[config.mk]
export PLATFORM = sky130hd
export DESIGN_NAME = rgmii_rx_top
export DESIGN_NICKNAME = d
export VERILOG_FILES = /design/src/rgmii_rx_pkg.sv /design/src/rgmii_rx_capture.sv /design/src/rgmii_inband_status.sv /design/src/rgmii_rx_assembler.sv /design/src/gmii_rx_framer.sv /design/src/rgmii_rx_top.sv
export SDC_FILE = /design/constraint.sdc
export NUM_CORES = 1
export LEC_CHECK = 0
export BUFFER_PORTS_ARGS = -buffer_cell sky130_fd_sc_hd__buf_2
export CAP_MARGIN = 0
export CELL_PAD_IN_SITES_DETAIL_PLACEMENT = 0
export CELL_PAD_IN_SITES_GLOBAL_PLACEMENT = 1
export CORE_ASPECT_RATIO = 1.1
export CORE_UTILIZATION = 40
export CTS_CLUSTER_DIAMETER = 30
export CTS_CLUSTER_SIZE = 30
export DETAILED_ROUTE_END_ITERATION = 10
export MAX_ROUTING_LAYER = met4
export PLACE_DENSITY = 0.75
export SYNTH_ARGS = -nofsm -noshare
export SYNTH_HDL_FRONTEND = slang
export SYNTH_SLANG_ARGS = --single-unit
export TNS_END_PERCENT = 20
[constraint.sdc]
create_clock -name gmii_rxc -period 3.92 [get_ports gmii_rxc]
set_clock_uncertainty 0.2 [all_clocks]
set_input_delay 0.98 -clock gmii_rxc [delete_from_list [all_inputs] [get_ports gmii_rxc]]
set_output_delay 0.98 -clock gmii_rxc [all_outputs]
set_load 0.01 [all_outputs]
[src/rgmii_rx_pkg.sv]
package rgmii_rx_pkg;

	////////////////////////////////////////
	// Widths

	localparam int NIBBLE_W = 4;
	localparam int OCTET_W  = 8;
	localparam int LSPEED_W = 2;

	// One RGMII data nibble, as seen on one clock edge
	typedef logic [NIBBLE_W-1:0] nibble_t;

	// One GMII byte
	typedef logic [OCTET_W-1:0] octet_t;

	// Link speed as carried in the in-band status symbol
	typedef logic [LSPEED_W-1:0] lspeed_t;

	////////////////////////////////////////
	// Codes and symbols

	// In-band speed encoding, data bits 2:1 of the gap symbol
	localparam lspeed_t LINK_SPEED_10M   = 2'd0;
	localparam lspeed_t LINK_SPEED_100M  = 2'd1;
	localparam lspeed_t LINK_SPEED_1000M = 2'd2;

	localparam octet_t PREAMBLE_OCTET      = 8'h55;
	localparam octet_t SFD_OCTET           = 8'hD5;
	// Seen during the gap with ctl_diff set
	localparam octet_t FALSE_CARRIER_OCTET = 8'h0E;

	////////////////////////////////////////
	// Bundles between stages

	// Rising and falling edge samples for one gmii_rxc cycle
	typedef struct packed {
		nibble_t rxd_rise;
		nibble_t rxd_fall;
		logic    ctl_rise;
		logic    ctl_fall;
	} rgmii_sample_t;

	// Capture stage output
	typedef struct packed {
		logic   en;
		logic   er;
		logic   ctl_diff;
		octet_t data;
	} rx_lane_t;

	// GMII after nibble assembly
	typedef struct packed {
		logic   en;
		logic   er;
		logic   dvalid;
		octet_t data;
	} gmii_bus_t;

	// Payload byte stream out of the framer
	typedef struct packed {
		logic   valid;
		logic   last;
		logic   error;
		octet_t data;
	} frame_byte_t;

	typedef enum logic [1:0] {
		FR_IDLE,
		FR_PREAMBLE,
		FR_PAYLOAD,
		FR_DROP
	} framer_state_t;

endpackage

[src/rgmii_rx_capture.sv]
module rgmii_rx_capture (
	input  logic                      gmii_rxc,
	input  logic                      reset,
	input  rgmii_rx_pkg::rgmii_sample_t rgmii_in,
	output rgmii_rx_pkg::rx_lane_t      lane
);

	////////////////////////////////////////
	// Control decode

	// Rising edge carries enable
	// Falling edge carries enable XOR error
	logic ctl_diff_in;
	logic en_q;
	logic er_q;
	logic ctl_diff_q;

	assign ctl_diff_in = rgmii_in.ctl_rise ^ rgmii_in.ctl_fall;

	always_ff @(posedge gmii_rxc) begin
		if (reset) begin
			en_q       <= 1'b0;
			er_q       <= 1'b0;
			ctl_diff_q <= 1'b0;
		end else begin
			en_q       <= rgmii_in.ctl_rise;
			// Error only has meaning inside a frame
			er_q       <= ctl_diff_in & rgmii_in.ctl_rise;
			// Outside a frame this marks special gap symbols
			ctl_diff_q <= ctl_diff_in;
		end
	end

	////////////////////////////////////////
	// Data

	// Low nibble arrives on the rising edge
	rgmii_rx_pkg::octet_t data_q;

	always_ff @(posedge gmii_rxc) begin
		data_q <= {rgmii_in.rxd_fall, rgmii_in.rxd_rise};
	end

	always_comb begin
		lane.en       = en_q;
		lane.er       = er_q;
		lane.ctl_diff = ctl_diff_q;
		lane.data     = data_q;
	end

endmodule

[src/rgmii_inband_status.sv]
module rgmii_inband_status (
	input  logic                   gmii_rxc,
	input  logic                   reset,
	input  rgmii_rx_pkg::rx_lane_t lane,
	output logic                   link_up,
	output rgmii_rx_pkg::lspeed_t  link_speed,
	output logic                   false_carrier
);

	////////////////////////////////////////
	// Gap symbol fields

	// Bit 0 is link state, bits 2:1 the speed code
	rgmii_rx_pkg::lspeed_t speed_code;
	logic                  speed_known;
	logic                  gap_status;
	logic                  gap_false_carrier;

	assign speed_code = lane.data[2:1];

	// Reserved code 3 leaves the last speed in place
	assign speed_known = (speed_code == rgmii_rx_pkg::LINK_SPEED_10M)  ||
	                     (speed_code == rgmii_rx_pkg::LINK_SPEED_100M) ||
	                     (speed_code == rgmii_rx_pkg::LINK_SPEED_1000M);

	// Plain gap cycle, status symbol
	assign gap_status = !lane.en && !lane.ctl_diff;

	// Gap cycle with the false carrier pattern
	assign gap_false_carrier = !lane.en && lane.ctl_diff &&
	                           (lane.data == rgmii_rx_pkg::FALSE_CARRIER_OCTET);

	////////////////////////////////////////
	// Status registers

	always_ff @(posedge gmii_rxc) begin
		if (reset) begin
			link_up       <= 1'b0;
			link_speed    <= rgmii_rx_pkg::LINK_SPEED_10M;
			false_carrier <= 1'b0;
		end else begin
			// Single cycle pulse per false carrier symbol
			false_carrier <= gap_false_carrier;

			if (gap_status) begin
				link_up <= lane.data[0];
				if (speed_known) begin
					link_speed <= speed_code;
				end
			end
		end
	end

endmodule

[src/rgmii_rx_assembler.sv]
module rgmii_rx_assembler (
	input  logic                    gmii_rxc,
	input  logic                    reset,
	input  rgmii_rx_pkg::rx_lane_t  lane,
	input  rgmii_rx_pkg::lspeed_t   link_speed,
	output rgmii_rx_pkg::gmii_bus_t gmii
);

	////////////////////////////////////////
	// Nibble phase tracking

	logic                  gig_mode;
	logic                  en_q;
	logic                  phase;
	logic                  phase_cur;
	logic                  sof;
	rgmii_rx_pkg::nibble_t lo_nibble;
	logic                  lo_er;

	assign gig_mode = (link_speed == rgmii_rx_pkg::LINK_SPEED_1000M);

	// Start of frame forces the low nibble phase
	assign sof       = lane.en && !en_q;
	assign phase_cur = sof ? 1'b0 : phase;

	always_ff @(posedge gmii_rxc) begin
		if (reset) begin
			en_q  <= 1'b0;
			phase <= 1'b0;
		end else begin
			en_q <= lane.en;
			if (lane.en) begin
				phase <= !phase_cur;
			end
		end
	end

	// Low nibble and its error wait for the high half
	// Falling nibble is only a repeat at 10/100
	always_ff @(posedge gmii_rxc) begin
		if (lane.en && !phase_cur) begin
			lo_nibble <= lane.data[3:0];
			lo_er     <= lane.er;
		end
	end

	////////////////////////////////////////
	// Output register

	logic                 en_r;
	logic                 er_r;
	logic                 dvalid_r;
	rgmii_rx_pkg::octet_t data_r;

	always_ff @(posedge gmii_rxc) begin
		if (reset) begin
			en_r     <= 1'b0;
			er_r     <= 1'b0;
			dvalid_r <= 1'b0;
		end else begin
			en_r <= lane.en;
			if (gig_mode) begin
				// Full byte every cycle
				er_r     <= lane.er;
				dvalid_r <= lane.en;
			end else begin
				// Byte complete on the high nibble phase
				er_r     <= phase_cur ? (lo_er | lane.er) : lane.er;
				dvalid_r <= lane.en && phase_cur;
			end
		end
	end

	always_ff @(posedge gmii_rxc) begin
		data_r <= gig_mode ? lane.data : {lane.data[3:0], lo_nibble};
	end

	always_comb begin
		gmii.en     = en_r;
		gmii.er     = er_r;
		gmii.dvalid = dvalid_r;
		gmii.data   = data_r;
	end

endmodule

[src/gmii_rx_framer.sv]
module gmii_rx_framer (
	input  logic                      gmii_rxc,
	input  logic                      reset,
	input  rgmii_rx_pkg::gmii_bus_t   gmii,
	output rgmii_rx_pkg::frame_byte_t rx_out
);

	rgmii_rx_pkg::framer_state_t state;

	// Holding register so the final byte can carry last
	logic                 hold_valid;
	rgmii_rx_pkg::octet_t hold_data;
	// Sticky frame error, preamble bytes included
	logic                 err_sticky;
	logic                 byte_in;

	logic                 out_valid;
	logic                 out_last;
	logic                 out_error;
	rgmii_rx_pkg::octet_t out_data;

	assign byte_in = gmii.en && gmii.dvalid;

	////////////////////////////////////////
	// Frame FSM

	always_ff @(posedge gmii_rxc) begin
		if (reset) begin
			state      <= rgmii_rx_pkg::FR_IDLE;
			hold_valid <= 1'b0;
			err_sticky <= 1'b0;
			out_valid  <= 1'b0;
			out_last   <= 1'b0;
			out_error  <= 1'b0;
		end else begin
			out_valid <= 1'b0;
			out_last  <= 1'b0;
			out_error <= 1'b0;

			case (state)
				rgmii_rx_pkg::FR_IDLE: begin
					hold_valid <= 1'b0;
					// First byte must already be preamble
					if (byte_in) begin
						err_sticky <= gmii.er;
						if (gmii.data == rgmii_rx_pkg::PREAMBLE_OCTET) begin
							state <= rgmii_rx_pkg::FR_PREAMBLE;
						end else begin
							state <= rgmii_rx_pkg::FR_DROP;
						end
					end
				end

				rgmii_rx_pkg::FR_PREAMBLE: begin
					// Frame gone before the SFD, nothing to report
					if (!gmii.en) begin
						state <= rgmii_rx_pkg::FR_IDLE;
					end else if (gmii.dvalid) begin
						err_sticky <= err_sticky | gmii.er;
						if (gmii.data == rgmii_rx_pkg::SFD_OCTET) begin
							state <= rgmii_rx_pkg::FR_PAYLOAD;
						end else if (gmii.data != rgmii_rx_pkg::PREAMBLE_OCTET) begin
							state <= rgmii_rx_pkg::FR_DROP;
						end
					end
				end

				rgmii_rx_pkg::FR_PAYLOAD: begin
					if (!gmii.en) begin
						// End of frame flushes the held byte as last
						out_valid  <= hold_valid;
						out_last   <= hold_valid;
						out_error  <= hold_valid & err_sticky;
						hold_valid <= 1'b0;
						state      <= rgmii_rx_pkg::FR_IDLE;
					end else if (gmii.dvalid) begin
						// New byte pushes the held one out
						out_valid  <= hold_valid;
						hold_valid <= 1'b1;
						err_sticky <= err_sticky | gmii.er;
					end
				end

				rgmii_rx_pkg::FR_DROP: begin
					// Bad delimiter, wait out the frame
					if (!gmii.en) begin
						state <= rgmii_rx_pkg::FR_IDLE;
					end
				end

				default: begin
					state <= rgmii_rx_pkg::FR_IDLE;
				end
			endcase
		end
	end

	////////////////////////////////////////
	// Payload path

	always_ff @(posedge gmii_rxc) begin
		if (state == rgmii_rx_pkg::FR_PAYLOAD && byte_in) begin
			hold_data <= gmii.data;
		end
		out_data <= hold_data;
	end

	always_comb begin
		rx_out.valid = out_valid;
		rx_out.last  = out_last;
		rx_out.error = out_error;
		rx_out.data  = out_data;
	end

endmodule

[src/rgmii_rx_top.sv]
module rgmii_rx_top (
	input  logic                        gmii_rxc,
	input  logic                        reset,
	input  rgmii_rx_pkg::rgmii_sample_t rgmii_in,
	output logic                        link_up,
	output rgmii_rx_pkg::lspeed_t       link_speed,
	output logic                        false_carrier,
	output rgmii_rx_pkg::frame_byte_t   rx_out
);

	////////////////////////////////////////
	// Stage interconnect

	rgmii_rx_pkg::rx_lane_t  lane;
	rgmii_rx_pkg::gmii_bus_t gmii;

	// DDR samples to GMII control and byte
	rgmii_rx_capture rgmii_rx_capture_inst (
		.gmii_rxc (gmii_rxc),
		.reset    (reset),
		.rgmii_in (rgmii_in),
		.lane     (lane)
	);

	// Link state from gap symbols
	rgmii_inband_status rgmii_inband_status_inst (
		.gmii_rxc      (gmii_rxc),
		.reset         (reset),
		.lane          (lane),
		.link_up       (link_up),
		.link_speed    (link_speed),
		.false_carrier (false_carrier)
	);

	// Speed dependent byte rebuild
	rgmii_rx_assembler rgmii_rx_assembler_inst (
		.gmii_rxc   (gmii_rxc),
		.reset      (reset),
		.lane       (lane),
		.link_speed (link_speed),
		.gmii       (gmii)
	);

	// Preamble strip and payload delivery
	gmii_rx_framer gmii_rx_framer_inst (
		.gmii_rxc (gmii_rxc),
		.reset    (reset),
		.gmii     (gmii),
		.rx_out   (rx_out)
	);

endmodule

==> summary.txt <==
CTS
  – H-tree levels: 2
  – Worst-skew pair later-pin latency: roughly 310 ps
  – Clk slew on worst S/H paths: 100 ps
  – Total CTS buffers: 5
  – Post-CTS Repair Setup Buffers: 0
  – CTS Root Cell: clkbuf_8
  – CTS tree: done
  – Number of clock sinks: 55
  – Post-cts sizing count: 0
  – Clock buffer depth: 2
  – Post-CTS Hold Buffers: 0

Worst setup path
  – CP cell instances: buf_2
  – Crit path kind: reg -> out
  – Top delay family on crit path: flip-flops
  – CP endpoint kind: output port
  – WP depth: 1
  – Worst path slowest cell: dfxtp_1
  – Worst setup SP type: flip-flop
  – CP arrival: around 800 ps
  – Required time worst endpoint: 2740 ps
  – CP max FO: 3
  – Crit path buf inv count: 1
  – Crit-path max cell delay: 360 ps
  – Worst Reg-to-Reg Cells: 6

Final layout
  – Commonest non-fill, non-tap cell in the layout: dfxtp_1
  – Synthesis-to-layout area growth: 13.25%
  – NumNets Final: about 190
  – Final core occ: a little under half
  – Antenna cells: 0
  – Most frequent cells in the layout: 42 x dfxtp_1, 26 x buf_2, 13 x edfxtp_1
  – Area of the multi-input gates: around 520 um^2
  – Fillers: 405
  – Share of layout cells above drive strength 1: 27.06%
  – Register Area: 1231 um^2

Status
  – Status: complete, no violations

Timing
  – Min cycle time layout: 1985 ps
  – Worst-Margin Slew: 537.5 ps
  – Finish-stage setup viols: 0
  – Endpoints failing hold: 0
  – Max transition margin: between 60 and 70%
  – Final Cycle Share: between 50% and 60%
  – Max-slew violations: 0
  – RSZ-0062 raised after global routing: false
  – TNS Setup: 0 ps
  – Max Clk Rate: 503.8 MHz

Synthesis
  – Post-synth EDFFs: 13
  – Main synth FF type: dfxtp_1
  – Seq/Total Area, Yosys: 67.54%
  – Distinct cells, synth: 34
  – Syn Nets: 161
  – YS warnings: 0
  – Mean Syn Cell Area: 12.75 um^2
  – Asr flop ratio synth: 0%
  – Seq cells post-synth: 55
  – Mapped Area: 1823 um^2
  – Cells after synthesis: 143

Detailed routing
  – Wire length per cell: 12.55 um
  – Residual DRC count: 0
  – Total Routed Length: 2811 um
  – Pre-antenna DRT Iters: 4
  – Routed Antenna Nets: 0
  – DR iter-0 viols: 51
  – Vias per cell: 4.893
  – Vias: around 1.1k

Floorplan
  – I/O pin count: 27
  – FP Rows: 25
  – Die Wd: 66.37 um
  – Die area: 4832 um^2
  – Initial core utilization: 41.93%
  – Core Footprint: 4348 um^2
  – Die span in y: 72.81 um

Global routing
  – Pin count of the biggest net entering global routing: 19
  – First-pass GRT wire length: 4602 um
  – Antenna violations before repair: 0
  – GRT Total Usage: 13.44%
  – Gr ovfl total: 0
  – Vias in the first global route: 1000

Run
  – Max Cap Viol: 0

Placement
  – Port Buffers: 26
  – Gpl congestion: around 0.76
  – Post-DP HPWL: 1987 um

Pwr
  – P per Cell Area: roughly 540 nW/um^2
  – Pwr Total: 1.113 mW
  – Worst vdd rail ir drop: just under 0.3 mV
  – Leak pwr: 0.8291 nW

Worst hold path
  – WHS Path Cells: 0
  – HP Class: reg -> reg
per-stage QoR:
step	hold slack, ps	cell area (um^2)	cells	setup slack (ps)
after detailed placement	126.9	1973	216	1942
after global placement	129.8	1973	216	1970
final	147.8	2064	224	1935
after global routing	162.4	2064	224	1892
after floorplan	123.3	1823	143	2251
after CTS	150.5	2064	224	1922
worst paths after layout:
path | from | to | slack (ps)
min | gmii_rx_framer_inst.hold_data[6]$_DFFE_PP_ | gmii_rx_framer_inst.out_data[6]$_DFF_P_ | 150
max | rgmii_inband_status_inst.link_speed[1]$_SDFFE_PP0P_ | link_speed[1] | 1940
min reg2reg | gmii_rx_framer_inst.hold_data[6]$_DFFE_PP_ | gmii_rx_framer_inst.out_data[6]$_DFF_P_ | 150
max reg2reg | gmii_rx_framer_inst.state[0]$_SDFFE_PP0P_ | gmii_rx_framer_inst.state[0]$_SDFFE_PP0P_ | 2190
area by class of cell:
type,count,share of cell area (%)
Sequential cell,55,59.64
Multi-Input combinational cell,75,25.27
Timing Repair Buffer,26,6.303
Clock buffer,5,3.333
Tap cell,54,3.273
Clock inverter,3,1.091
Inverter,6,1.091
registers in the layout, indices dropped and copies added, names as in the netlist, 2 cells and up:
| signal | cells |
|---|---|
| rgmii_rx_assembler_inst.data_r | 8 |
| gmii_rx_framer_inst.hold_data | 8 |
| rgmii_rx_capture_inst.data_q | 8 |
| rgmii_inband_status_inst.link_speed | 2 |
| rgmii_rx_assembler_inst.lo_nibble | 4 |
| gmii_rx_framer_inst.out_data | 8 |
| gmii_rx_framer_inst.state | 2 |
synthesized netlist by cell type (3+ instances only):
| cell type | instances | area, um^2 |
|---|---|---|
| dfxtp_1 | 42 | 840.8 |
| o21ai_0 | 4 | 20.02 |
| nand4_1 | 4 | 25.02 |
| nor3_1 | 7 | 35.03 |
| ha_1 | 6 | 75.07 |
| buf_4 | 3 | 22.52 |
| a21oi_1 | 9 | 45.04 |
| edfxtp_1 | 13 | 390.4 |
| mux2_2 | 8 | 90.09 |
| inv_1 | 6 | 22.52 |
| nand2_1 | 4 | 15.01 |
| nor2_1 | 10 | 37.54 |
| nor2b_1 | 3 | 18.77 |
per-layer routing:
layer	vias up	share of wire, %	GRT usage [%]
met1	502	44	15.18
met4	0	1.1	4.965
met5	-	0	-
met2	34	49	22.22
li1	557	-	-
met3	3	5.8	4.219
power by group:
| part | switching, mW | internal (mW) |
|---|---|---|
| sequential | 0.0239 | 0.610 |
| combinational | 0.0960 | 0.0720 |
| clock | 0.182 | 0.129 |
cells by family (layout without fill, tap and decap cells):
family / count (synthesis) / count (layout) / share of synthesized area, %
flops: 55 / 55 / 67.54
buf+inv: 13 / 40 / 3.843
mux: 8 / 8 / 4.942
simple gates: 40 / 40 / 12.35
compound gates: 21 / 21 / 7.207
fa+ha+maj: 6 / 6 / 4.118
Power figures use the tool's default switching activity.
